$ cat src/include/decap_defines.svh
`ifndef DECAP_DEFINES_SVH
`define DECAP_DEFINES_SVH

// hash table index width, so each table holds 16 buckets.
`define DECAP_DEPTH_NBITS 4

// value memory index width.
`define DECAP_VALUE_DEPTH_NBITS 8

// lookup key width.
`define DECAP_KEY_NBITS 32

// address and data width of the PIO register port.
`define DECAP_PIO_NBITS 32

// width of the two wide value slices.
`define DECAP_WM_NBITS 64

`endif

$ cat src/hdl/decap_pkg.sv
`include "decap_defines.svh"

package decap_pkg;

	// one hash table bucket, 64 bits wide.
	typedef struct packed {
		logic valid;
		logic [22:0] rsvd; // pads the bucket out to two PIO words.
		logic [`DECAP_KEY_NBITS-1:0] key;
		logic [`DECAP_VALUE_DEPTH_NBITS-1:0] vptr; // index into the value memory.
	} rci_bucket_t;

	// payloads of the wide and narrow value slices.
	typedef logic [`DECAP_WM_NBITS-1:0] rci_wslice_t;
	typedef logic [`DECAP_PIO_NBITS-1:0] rci_nslice_t;

	// slice 0 holds hi, slice 1 holds mid and slice 2 holds lo.
	typedef struct packed {
		rci_wslice_t hi;
		rci_wslice_t mid;
		rci_nslice_t lo;
	} rci_value_t;

	// result of one lookup; the value is zero on a miss.
	typedef struct packed {
		logic hit;
		rci_value_t value;
	} rci_result_t;

endpackage

$ cat src/hdl/rci_lookup.sv
`timescale 1ns/1ns
`include "decap_defines.svh"

module rci_lookup (
	input logic clk,
	input logic rst_n,

	input logic key_valid,
	input logic [`DECAP_KEY_NBITS-1:0] key,

	output logic rci_hash_table0_rd,
	output logic [`DECAP_DEPTH_NBITS-1:0] rci_hash_table0_raddr,
	output logic rci_hash_table1_rd,
	output logic [`DECAP_DEPTH_NBITS-1:0] rci_hash_table1_raddr,
	output logic rci_value_rd,
	output logic [`DECAP_VALUE_DEPTH_NBITS-1:0] rci_value_raddr,

	input logic rci_hash_table0_ack,
	input decap_pkg::rci_bucket_t rci_hash_table0_rdata,
	input logic rci_hash_table1_ack,
	input decap_pkg::rci_bucket_t rci_hash_table1_rdata,
	input logic rci_value_ack,
	input decap_pkg::rci_value_t rci_value_rdata,

	output logic result_valid,
	output decap_pkg::rci_result_t result
);

	import decap_pkg::*;

	localparam int HASH_NBITS = `DECAP_DEPTH_NBITS;
	localparam int NCHUNKS = `DECAP_KEY_NBITS / HASH_NBITS;

	logic [`DECAP_KEY_NBITS-1:0] s1_key;
	logic s1_valid;
	logic hit0;
	logic hit1;
	logic s1_hit;
	logic [`DECAP_VALUE_DEPTH_NBITS-1:0] s1_vptr;
	logic s2_hit;
	rci_value_t value_masked;

	// folds every other key chunk together, starting at the given chunk.
	function automatic logic [HASH_NBITS-1:0] fold_key(
		input logic [`DECAP_KEY_NBITS-1:0] k,
		input int first
	);
		logic [HASH_NBITS-1:0] acc;
		acc = '0;
		for (int n = first; n < NCHUNKS; n += 2)
			acc ^= k[n*HASH_NBITS +: HASH_NBITS];
		return acc;
	endfunction

	// stage 0 issues both bucket reads straight from the key.
	assign rci_hash_table0_rd = key_valid;
	assign rci_hash_table1_rd = key_valid;
	assign rci_hash_table0_raddr = fold_key(key, 0); // even nibbles.
	assign rci_hash_table1_raddr = fold_key(key, 1); // odd nibbles.

	always_ff @(posedge clk or negedge rst_n) begin
		if (!rst_n)
			s1_valid <= 1'b0;
		else
			s1_valid <= key_valid;
	end

	always_ff @(posedge clk) begin
		s1_key <= key;
	end

	// stage 1 compares both buckets; table 0 wins when both match.
	assign hit0 = rci_hash_table0_rdata.valid && (rci_hash_table0_rdata.key == s1_key);
	assign hit1 = rci_hash_table1_rdata.valid && (rci_hash_table1_rdata.key == s1_key);
	assign s1_hit = hit0 | hit1;
	assign s1_vptr = hit0 ? rci_hash_table0_rdata.vptr : rci_hash_table1_rdata.vptr;

	// the value read goes out on a miss as well, which keeps the latency fixed.
	assign rci_value_rd = s1_valid;
	assign rci_value_raddr = s1_vptr;

	always_ff @(posedge clk) begin
		s2_hit <= s1_hit;
	end

	// stage 2 masks the record on a miss and registers the result.
	assign value_masked = s2_hit ? rci_value_rdata : '0;

	always_ff @(posedge clk or negedge rst_n) begin
		if (!rst_n)
			result_valid <= 1'b0;
		else
			result_valid <= rci_value_ack;
	end

	always_ff @(posedge clk) begin
		result <= '{hit: s2_hit, value: value_masked};
	end

	// the bucket memories must answer exactly one cycle after each read.
	a_ht0_ack: assert property (@(posedge clk) disable iff (!rst_n)
		rci_hash_table0_rd |=> rci_hash_table0_ack);

	a_ht1_ack: assert property (@(posedge clk) disable iff (!rst_n)
		rci_hash_table1_rd |=> rci_hash_table1_ack);

endmodule

$ cat config.mk
export PLATFORM = sky130hd
export DESIGN_NAME = rci_lookup
export DESIGN_NICKNAME = d
export VERILOG_FILES = /design/src/hdl/decap_pkg.sv /design/src/hdl/rci_lookup.sv
export VERILOG_INCLUDE_DIRS = /design/src /design/src/include
export SDC_FILE = /design/constraint.sdc
export NUM_CORES = 1
export LEC_CHECK = 0
export ABC_AREA = 1
export BUFFER_PORTS_ARGS = -buffer_cell sky130_fd_sc_hd__buf_2
export CAP_MARGIN = 25
export CORE_AREA = 2 2 197 199
export DETAILED_ROUTE_END_ITERATION = 10
export DIE_AREA = 0 0 199 201
export GPL_ROUTABILITY_DRIVEN = 0
export MAX_ROUTING_LAYER = met4
export PLACE_DENSITY_LB_ADDON = 0.05
export SLEW_MARGIN = 40
export SYNTH_ARGS = -nofsm -noshare
export SYNTH_HDL_FRONTEND = slang
export SYNTH_SLANG_ARGS = --single-unit
export TNS_END_PERCENT = 50
$ cat constraint.sdc
create_clock -name clk -period 1.1 [get_ports clk]
set_input_delay 0.11 -clock clk [delete_from_list [all_inputs] [get_ports clk]]
set_output_delay 0.11 -clock clk [all_outputs]
set_load 0.005 [all_outputs]
==> results of run 1 <==
-- state kept, by name, indices dropped and copies added (netlist names) --
signal        cells
result_valid      1
result          161
rci_value_rd      1
s1_key           32
s2_hit            1
-- critical path: stages (launching register included) --
cell and delay, ns:
dfxtp_2 0.33, inv_1 0.07, nand2_1 0.06, nand2_1 0.04, inv_1 0.04, nand2_1 0.07, nor2_2 0.11, nand2_2 0.09
nor2_8 0.19, buf_12 0.13, nand4_1 0.09, nand2_1 0.08, buf_2 0.10
-- repair_timing --
action | 4_1_cts | 5_1_grt
setup buffers | 4 | 0
gates resized for setup | 23 | 10
endpoints found under the setup margin | 10 | 9
hold buffers | 196 | 0
endpoints found under the hold margin | 196 | 0
cloned | 2 | 0
pin swaps | 14 | 11
-- worst paths after layout --
check                                           from                endpoint  slack, ns  cells after the start
max                               s1_key[21]$_DFF_P_      rci_value_raddr[2]      -0.87                     12
min                        rci_hash_table1_rdata[11]          s2_hit$_DFF_P_       0.04                      6
max reg2reg                       s1_key[21]$_DFF_P_          s2_hit$_DFF_P_      -0.39                     12
min reg2reg                           s2_hit$_DFF_P_  result[145]$_SDFF_PN0_       0.65                      3
max in group asynchronous                      rst_n  rci_value_rd$_DFF_PN0_       0.46                      3
min in group asynchronous                      rst_n  result_valid$_DFF_PN0_       0.51                      3
-- cell families after synthesis --
kind of cell,after synthesis
and+or+nand+nor,323
buffers and inverters,239
DFF,196
xor gates and xnor gates,42
AOI/OAI and AO/OA,23
-- stage by stage --
stage	util	instance area, sq um	setup slack, ns	setup TNS [ns]
after global placement	0.261	9930	-0.460	-3.99
after global routing	0.333	12700	-1.03	-8.42
final	0.333	12700	-0.870	-7.14
after detailed placement	0.261	9930	-0.462	-4.07
after floorplan	-	6670	-0.121	-0.918
after CTS	0.332	12600	-0.905	-7.60
-- final cells by class --
cell class | count | area share
Timing Repair Buffer | 703 | 0.372
Clock buffer | 21 | 0.0379
Clock inverter | 11 | 0.0112
Tap cell | 518 | 0.0511
Sequential cell | 196 | 0.312
Antenna cell | 1 | 0.000197
Multi-Input combinational cell | 390 | 0.150
Inverter | 219 | 0.0648
-- placed cells by master (no fill, tap or decap), drive strengths merged --
cell type / synthesis / routed
buf: 12 / 507
nand2: 277 / 277
inv: 218 / 222
dlygate4sd3: 0 / 196
dfxtp: 194 / 194
xnor2: 31 / 31
nor2: 30 / 31
clkbuf: 8 / 21
o21ai: 15 / 15
xor2: 11 / 11
nand4: 9 / 9
clkinv: 1 / 6
nand3: 4 / 5
nor3: 3 / 3
bufinv: 0 / 2
dfrtp: 2 / 2
o22ai: 2 / 2
diode: 0 / 1
o221ai: 1 / 1
o2bb2ai: 1 / 1
o211ai: 1 / 1
o2111ai: 1 / 1
a211oi: 1 / 1
a21oi: 1 / 1
-- per-layer routing --
| metal | part of all wire | wire, um |
|---|---|---|
| met1 | 0.39 | 10600 |
| met2 | 0.51 | 13800 |
| met3 | 0.085 | 2300 |
| met4 | 0.011 | 302 |
| met5 | 0 | 0 |
-- report_power, final --
| group | leakage, nW | switching (mW) | internal [mW] |
|---|---|---|---|
| combinational | 5.74 | 0.665 | 1.15 |
| sequential | 1.60 | 0.0445 | 7.16 |
| clock | 0.309 | 3.03 | 3.66 |
==> flow_summary.ini, run 1 <==
[synth]
async_flop_share = 0.0102
ys_warn_count = 0
synth_top_area_share = 0.583
yosysUniqueCellTypes = 29
syn_area_sq_mm = 0.00666
synth_area_leaders = dfxtp_1 58%, nand2_1 15%, inv_1 12%, xnor2_1 4.1%, xor2_1 1.4%
synthCells = 823
syn-num-nets = 1149
synth-adder-area-share = 0
synth.avg_cell_area_sq_um = 8.10
synth_edf_count = 0
yosysSeqAreaShare = 0.590
ys_ff_latch = 196
synthSimpleGateAreaFrac = 0.197
yosysTopAreaCell = dfxtp_1
synthMuxAreaShare = 0
synth-main-ff-cell = dfxtp_1
synth_xor_area_frac = 0.0552
synth.most_common_cell = nand2_1
synth_common_cells = 273 x nand2_1, 209 x inv_1, 194 x dfxtp_1
synth_top_family_by_area = simple AND/OR/NAND/NOR gates
synth-compound-area-share = 0.0201

[timing]
min_period_over_period = 1.79
finClkSkew_ns = 0.00597
rsz0062_at_grt = true
hold_viol_final = 0
drv_slew = 0
fin_hold_ws_ns = 0.0415
setup_viol = 9
postLayoutSetupSlackWorst_ns = -0.870
period_needed_ns = 1.97
max_freq_ghz = 0.508
maxSlewHeadroom = 0.778
tightestPinTransition_ns = 0.332

[cells_and_area]
drive_above_1_share = 0.386
final_nets = 1853
area_delta_synth_final_pct = 90.3
multiInputGateArea_sq_mm = 0.00191
regArea_sq_mm = 0.00396
finalNonFillerCells = 2059
fillers = 4139

[job]
max_cap_viol_count = 0

[clocking]
h-tree-depth = 4
cts_root_buffer = clkbuf_16
clk_latency_ns = 0.44
numCtsBuffers = 17
cts.sinks = 196
clock_tree.buffer_depth = 2
tritoncts = built
clk_pin_slew_ns = 0.08

[power]
p_leak_nw = 7.65
p_per_area_mw_per_mm2 = 1240
ir_worst_vdd_mv = 1.06
p_total_mw = 15.7

[global_route]
grt_usage = 0.139
grtUsageMet2 = 0.243
grt_pass1_wl_mm = 40.0
met3_usage = 0.0497
grt_max_degree = 31
use_met1 = 0.147
antenna_found_initial = 1
grt_busiest_layer = met2
grt_pass1_vias = 7294
grt_overflow = 0

[setup_path]
crit_type = register to output port
critPathCaptureType = output port
worstPathRequired_ns = 0.99
crit_fanout = 6
critPathArrivalTime_ns = 1.86
startpoint_type = register

[die]
ios = 507
core_sq_mm = 0.0381
die_y_um = 201
die-area_sq_mm = 0.0400
die_w_um = 199
initial_core_util = 0.175
fp-row-count = 72

[detailed_routing]
vias = 6998
ant_nets = 0
drt-total-wl_mm = 27.0
viasPerCell = 3.40
drtIter0Drc = 129
routedWlPerCell_um = 13.1
drc = 0
first_pass_iters = 4

[outcome]
status = complete, but fails checks
violations = setup timing

[hold_path]
hp-class = input pin to register

[placement]
place_hpwl_mm = 21.8
dp.cells = 1824
io_buffers = 458
Note: power is estimated with default switching activity, not from simulation.
==> run 2: changes to the inputs <==
==> constraint.sdc (replaced) <==
create_clock -name clk -period 1.1 [get_ports clk]
set_input_delay 0 -clock clk [delete_from_list [all_inputs] [get_ports clk]]
set_output_delay 0 -clock clk [all_outputs]
set_load 0.005 [all_outputs]
==> run 2 against run 1 <==
Compared with the run above: sequential power is essentially flat; highest routed layer unchanged; register-to-register slack improved by 0.12 ns; first-iteration DRC count shrank 0.78%; the flow still finishes with violations (setup timing); global-route usage grew 0.37 points; design area fell by 1.2%; largest power group unchanged; hold slack worse by 0.022 ns; clock skew rose by 0.010 ns; critical path depth decreased by 3.
==> flow_summary.ini, run 2 (synthesis results as in run 1) <==
[cells_and_area]
finalNonFillerCells = 2049
final_cell_mix = 458 x buf_2, 269 x nand2_1, 206 x inv_1
fin_area_sq_mm = 0.0125
top_regs = result x161, s1_key x32
largest_reg_flops = 161
final_common_cell = buf_2
final_util = 0.329
area_delta_synth_final_pct = 87.9
regMostFlops = result
final_nets = 1841
drive_above_1_share = 0.373

[detailed_routing]
met2_wirelength_mm = 13.5
drt-total-wl_mm = 27.6
viasPerCell = 3.40
first_pass_iters = 4
drc = 0
routedWlPerCell_um = 13.5
ant_nets = 0
met1Wirelength_mm = 11.2
topRoutingLayerUsed = met4
drtIter0Drc = 128
vias = 6974
met3_length_mm = 2.52

[die]
initial_core_util = 0.175
die-area_sq_mm = 0.0400
die_w_um = 199
die_y_um = 201
fp-row-count = 72
core_sq_mm = 0.0381
ios = 507

[outcome]
violations = setup timing
status = complete, but fails checks

[clocking]
clk_pin_slew_ns = 0.07
numCtsBuffers = 17
h-tree-depth = 4
tritoncts = built
cts_root_buffer = clkbuf_16
clk_latency_ns = 0.45
clock_tree.buffer_depth = 2
cts.sinks = 196

[setup_path]
worstPathRequired_ns = 1.10
cp_slowest_cell = dfxtp_4
crit_fanout = 8
cp_cell_sequence = xnor2_4 -> nand2_2 -> nor2_2 -> nand2_2 -> nor2_8 -> buf_12 -> nand4_1 -> nand2_1 -> buf_2
critPathArrivalTime_ns = 1.81
crit_top_cell = nand2_2
critPathCaptureType = output port
crit_type = register to output port
max_stage_delay_ns = 0.37
startpoint_type = register

[timing]
setup_viol = 9
tightestPinTransition_ns = 0.400
postLayoutSetupSlackWorst_ns = -0.710
tns_ns = -5.83
hold_viol_final = 0
min_period_over_period = 1.65
drv_slew = 0
maxSlewHeadroom = 0.733
max_freq_ghz = 0.552
period_needed_ns = 1.81
finClkSkew_ns = 0.0161
rsz0062_at_grt = true

[power]
ir_worst_vdd_mv = 1.05
p_total_mw = 15.6
p_per_area_mw_per_mm2 = 1240
p_leak_nw = 7.55

[global_route]
grt_overflow = 0
grt_usage = 0.143
grt_pass1_wl_mm = 40.9
grt_pass1_vias = 7415
grt_max_degree = 37
antenna_found_initial = 3

[job]
max_cap_viol_count = 0

[hold_path]
hp-class = input pin to register

[placement]
dpl_cell_area_sq_mm = 0.00983
dp.cells = 1811
io_buffers = 458
place_hpwl_mm = 22.4
[run 2: layer usage]
| layer | vias up | global-route usage |
|---|---|---|
| met1 | 2987 | 0.150 |
| met4 | 0 | 0.0392 |
| li1 | 3703 | - |
| met5 | - | - |
| met3 | 24 | 0.0591 |
| met2 | 260 | 0.245 |
[run 2: worst paths after layout]
kind / startpoint / to / slack [ns] / cells after the start
setup / recovery: s1_key[18]$_DFF_P_ / rci_value_raddr[0] / -0.71 / 9
hold / removal: rci_hash_table1_rdata[16] / s2_hit$_DFF_P_ / 0.02 / 8
setup reg to reg: s1_key[18]$_DFF_P_ / s2_hit$_DFF_P_ / -0.27 / 8
hold reg to reg: s2_hit$_DFF_P_ / result[56]$_SDFF_PN0_ / 0.58 / 2
max in group asynchronous: rst_n / result_valid$_DFF_PN0_ / 0.56 / 3
min in group asynchronous: rst_n / rci_value_rd$_DFF_PN0_ / 0.41 / 3
[run 2: through the flow]
stage               setup WS (ns)  hold WS [ns]
floorplan                 -0.0233        -0.296
global placement           -0.415        -0.211
detailed placement         -0.394        -0.214
CTS                        -0.774       0.00867
global route               -0.870        0.0438
finish                     -0.710        0.0198
[run 2: worst max-delay path: cells and delay by family, from the launching register on]
kind | cells | cell delay (ns)
flip-flops | 1 | 0.37
XOR/XNOR | 1 | 0.19
buffers and inverters | 2 | 0.23
AND/OR/NAND/NOR | 6 | 0.57
[run 2: area by class of cell]
cell class	count	area [sq um]
Sequential cell	196	3960
Tap cell	518	648
Antenna cell	3	7.51
Inverter	219	822
Timing Repair Buffer	692	4620
Clock buffer	20	457
Clock inverter	12	146
Multi-Input combinational cell	389	1860
Fill cell	4214	25600
[run 2: timing repair]
action / CTS / global route
pin swaps: 13 / 10
gates cloned: 1 / 0
buffers inserted: 2 / 0
gates resized for setup: 15 / 10
hold buffers: 200 / 0
hold endpoints to repair: 197 / 0
setup endpoints to repair: 9 / 10
[run 2: where the power goes]
part           switching, mW  internal [mW]  leakage, nW  total, mW
Sequential            0.0466           7.16         1.60       7.20
Combinational          0.657           1.14         5.66       1.79
Clock                   3.03           3.53        0.293       6.55
==> run 3: changes to the inputs <==
--- a/config.mk
+++ b/config.mk
@@ -6,12 +6,11 @@
 export SDC_FILE = /design/constraint.sdc
 export NUM_CORES = 1
 export LEC_CHECK = 0
-export ABC_AREA = 1
 export BUFFER_PORTS_ARGS = -buffer_cell sky130_fd_sc_hd__buf_2
 export CAP_MARGIN = 25
-export CORE_AREA = 2 2 197 199
+export CORE_AREA = 2 2 198 200
 export DETAILED_ROUTE_END_ITERATION = 10
-export DIE_AREA = 0 0 199 201
+export DIE_AREA = 0 0 200 202
 export GPL_ROUTABILITY_DRIVEN = 0
 export MAX_ROUTING_LAYER = met4
 export PLACE_DENSITY_LB_ADDON = 0.05
==> run 3 against run 2 <==
Compared with the run above: the run still ends with setup timing left; design area down 2.5%; synthesized cell count fell by 38%; global-route usage is 1.3 points lower.
==> flow_summary.ini, run 3 <==
[synth]
synth_top_area_share = 0.633
ys_ff_latch = 196
yosysUniqueCellTypes = 19
synthCells = 507
syn-num-nets = 833
synth-main-ff-cell = dfxtp_1
synth_edf_count = 0
ys_warn_count = 0
synth_area_leaders = dfxtp_1 63%, and2_1 16%, xnor2_1 6.9%, xor2_1 5.7%, mux2_4 2.0%
synth_common_cells = 194 x dfxtp_1, 160 x and2_1, 48 x xnor2_1
synth.most_common_cell = dfxtp_1
syn_area_sq_mm = 0.00613
yosysTopAreaCell = dfxtp_1
yosysSeqAreaShare = 0.641
async_flop_share = 0.0102
synth.avg_cell_area_sq_um = 12.1

[detailed_routing]
topRoutingLayerUsed = met4
met2_wirelength_mm = 12.9
routedWlPerCell_um = 14.6
drc = 0
first_pass_iters = 4
met1Wirelength_mm = 9.98
drt-total-wl_mm = 25.6
drtIter0Drc = 117
ant_nets = 0
met3_length_mm = 2.27
vias = 6012
viasPerCell = 3.43

[timing]
min_period_over_period = 2.29
fin_hold_ws_ns = 0.0326
max_freq_ghz = 0.397
setup_viol = 9
rsz0062_at_grt = true
finClkSkew_ns = 0.0163
hold_viol_final = 0
postLayoutSetupSlackWorst_ns = -1.42
maxSlewHeadroom = 0.772
tns_ns = -11.90
drv_slew = 0
period_needed_ns = 2.52
tightestPinTransition_ns = 0.339

[power]
p_leak_nw = 5.98
p_total_mw = 15.4
p_comb_frac = 0.122
seq_power_share = 0.468
p_switching_mw = 3.56
clkPwrFrac = 0.410
p_per_area_mw_per_mm2 = 1260
switching_share = 0.231
ir_worst_vdd_mv = 1.01
internal_power_mw = 11.8

[clocking]
tritoncts = built
cts.sinks = 196
numCtsBuffers = 17
clock_tree.buffer_depth = 2
clk_pin_slew_ns = 0.07
postCtsSetupBuffers = 0
h-tree-depth = 4
clk_latency_ns = 0.45
cts_root_buffer = clkbuf_16

[die]
fp-row-count = 72
core_sq_mm = 0.0383
die_w_um = 200
ios = 507
die-area_sq_mm = 0.0404
initial_core_util = 0.160
die_y_um = 202

[hold_path]
min_from = rci_hash_table1_rdata[32]
hp-class = input pin to register

[cells_and_area]
top_regs = result x161, s1_key x32
regMostFlops = result
final_cell_mix = 450 x buf_2, 209 x dlygate4sd3_1, 187 x dfxtp_1
drive_above_1_share = 0.456
final_common_cell = buf_2
final_nets = 1550
largest_reg_flops = 161
diodes = 0
area_delta_synth_final_pct = 99.0
final_util = 0.319

[setup_path]
r2r-end = s2_hit$_DFF_P_
crit_type = register to output port
cp_num_buf_inv = 2
crit_cells = 7
cpLargestDelayFamily = simple AND/OR/NAND/NOR gates
r2r_slack_ns = -0.62
critPathLaunch = s1_key[16]$_DFF_P_
cp_cell_sequence = xor2_2 -> nor4_2 -> buf_4 -> nand4_1 -> or4_4 -> mux2_4 -> buf_6
worstPathRequired_ns = 1.10
startpoint_type = register
crit_fanout = 8
crit_end = rci_value_raddr[3]
critPathArrivalTime_ns = 2.52
max_stage_delay_ns = 0.60
critPathCaptureType = output port
r2r-start = s1_key[8]$_DFF_P_
worstRegToRegCells = 6
cp_slowest_cell = or4_4

[global_route]
grt_usage = 0.129
antenna_found_initial = 0
grt_pass1_wl_mm = 37.0
grt_overflow = 0
grt_pass1_vias = 6548
grt_max_degree = 59

[job]
max_cap_viol_count = 0

[placement]
io_buffers = 458
pre_cts_slack_ns = -1.07
place_hpwl_mm = 20.0

[outcome]
status = complete, but fails checks
violations = setup timing
## run 3: cell count changes after synthesis, moves of 4 or more
cell	change
and2_1	+160
nand2_2	-4
nor4_1	+14
o21ai_0	-13
nor2_1	-25
xnor2_1	+17
mux2_4	+8
xor2_1	+29
inv_1	-209
nand2_1	-272
clkbuf_1	+9
inv_2	-9
buf_2	-10
## run 3: logic make-up (layout without fill, tap and decap cells)
group                     count (synthesis)  count (layout)  synth area share
AOI/OAI and AO/OA                         1               1           0.00143
xor gates and xnor gates                 88              88             0.126
buffers and inverters                    20             750            0.0147
DFF                                     196             196             0.641
muxes                                     8               8            0.0196
and+or+nand+nor                         194             194             0.197
## run 3: per-stage QoR
| step | cell area, sq um | cells |
|---|---|---|
| global route | 12200 | 1755 |
| floorplan | 6140 | 507 |
| detailed placement | 9420 | 1515 |
| finish | 12200 | 1755 |
| global placement | 9420 | 1515 |
| CTS | 12200 | 1756 |
## run 3: what timing repair did
item,in CTS,in global routing
pin swaps,6,1
resized for setup,12,11
endpoints found under the setup margin,9,10
endpoints found under the hold margin,197,0
hold buffers,209,0
## run 3: tightest hold or removal path: cells and delay by family
kind                   cells  cell delay [ns]
AO/OA/AOI/OAI              1             0.07
buffers and inverters      1             0.09
AND/OR/NAND/NOR            3             0.22
XOR/XNOR                   1             0.05
## run 3: worst min path at each step
stage                             endpoint  slack, ns  depth (start not counted)
global route                s2_hit$_DFF_P_       0.04                          6
detailed placement  rci_value_rd$_DFF_PN0_      -0.21                          1
CTS                         s2_hit$_DFF_P_       0.02                          6
finish                      s2_hit$_DFF_P_       0.03                          6
global placement    result_valid$_DFF_PN0_      -0.21                          1
floorplan           rci_value_rd$_DFF_PN0_      -0.30                          0
## run 3: cell type report
class	count	area, sq um
well taps	518	648
clock buffers	24	492
repair buffers	718	4850
multi-input cells	291	2180
clock inverters	8	90.1
flip-flops and latches	196	3950
fillers	4075	26100
## run 3: power groups by stage
stage / combinational (mW) / clock [mW] / sequential, mW
after global placement: 1.27 / 0 / 7.36
after floorplan: 0.373 / 0 / 7.37
after CTS: 1.89 / 6.68 / 7.20
final: 1.88 / 6.32 / 7.21
after global routing: 2.06 / 6.94 / 7.21
after detailed placement: 1.26 / 0 / 7.37
## run 3: layer usage
layer  global-route usage  vias to the layer above
li1                     -                     3024
met1                0.134                     2710
met2                0.222                      261
met3               0.0497                       17
met4               0.0455                        0
met5                    -                        -
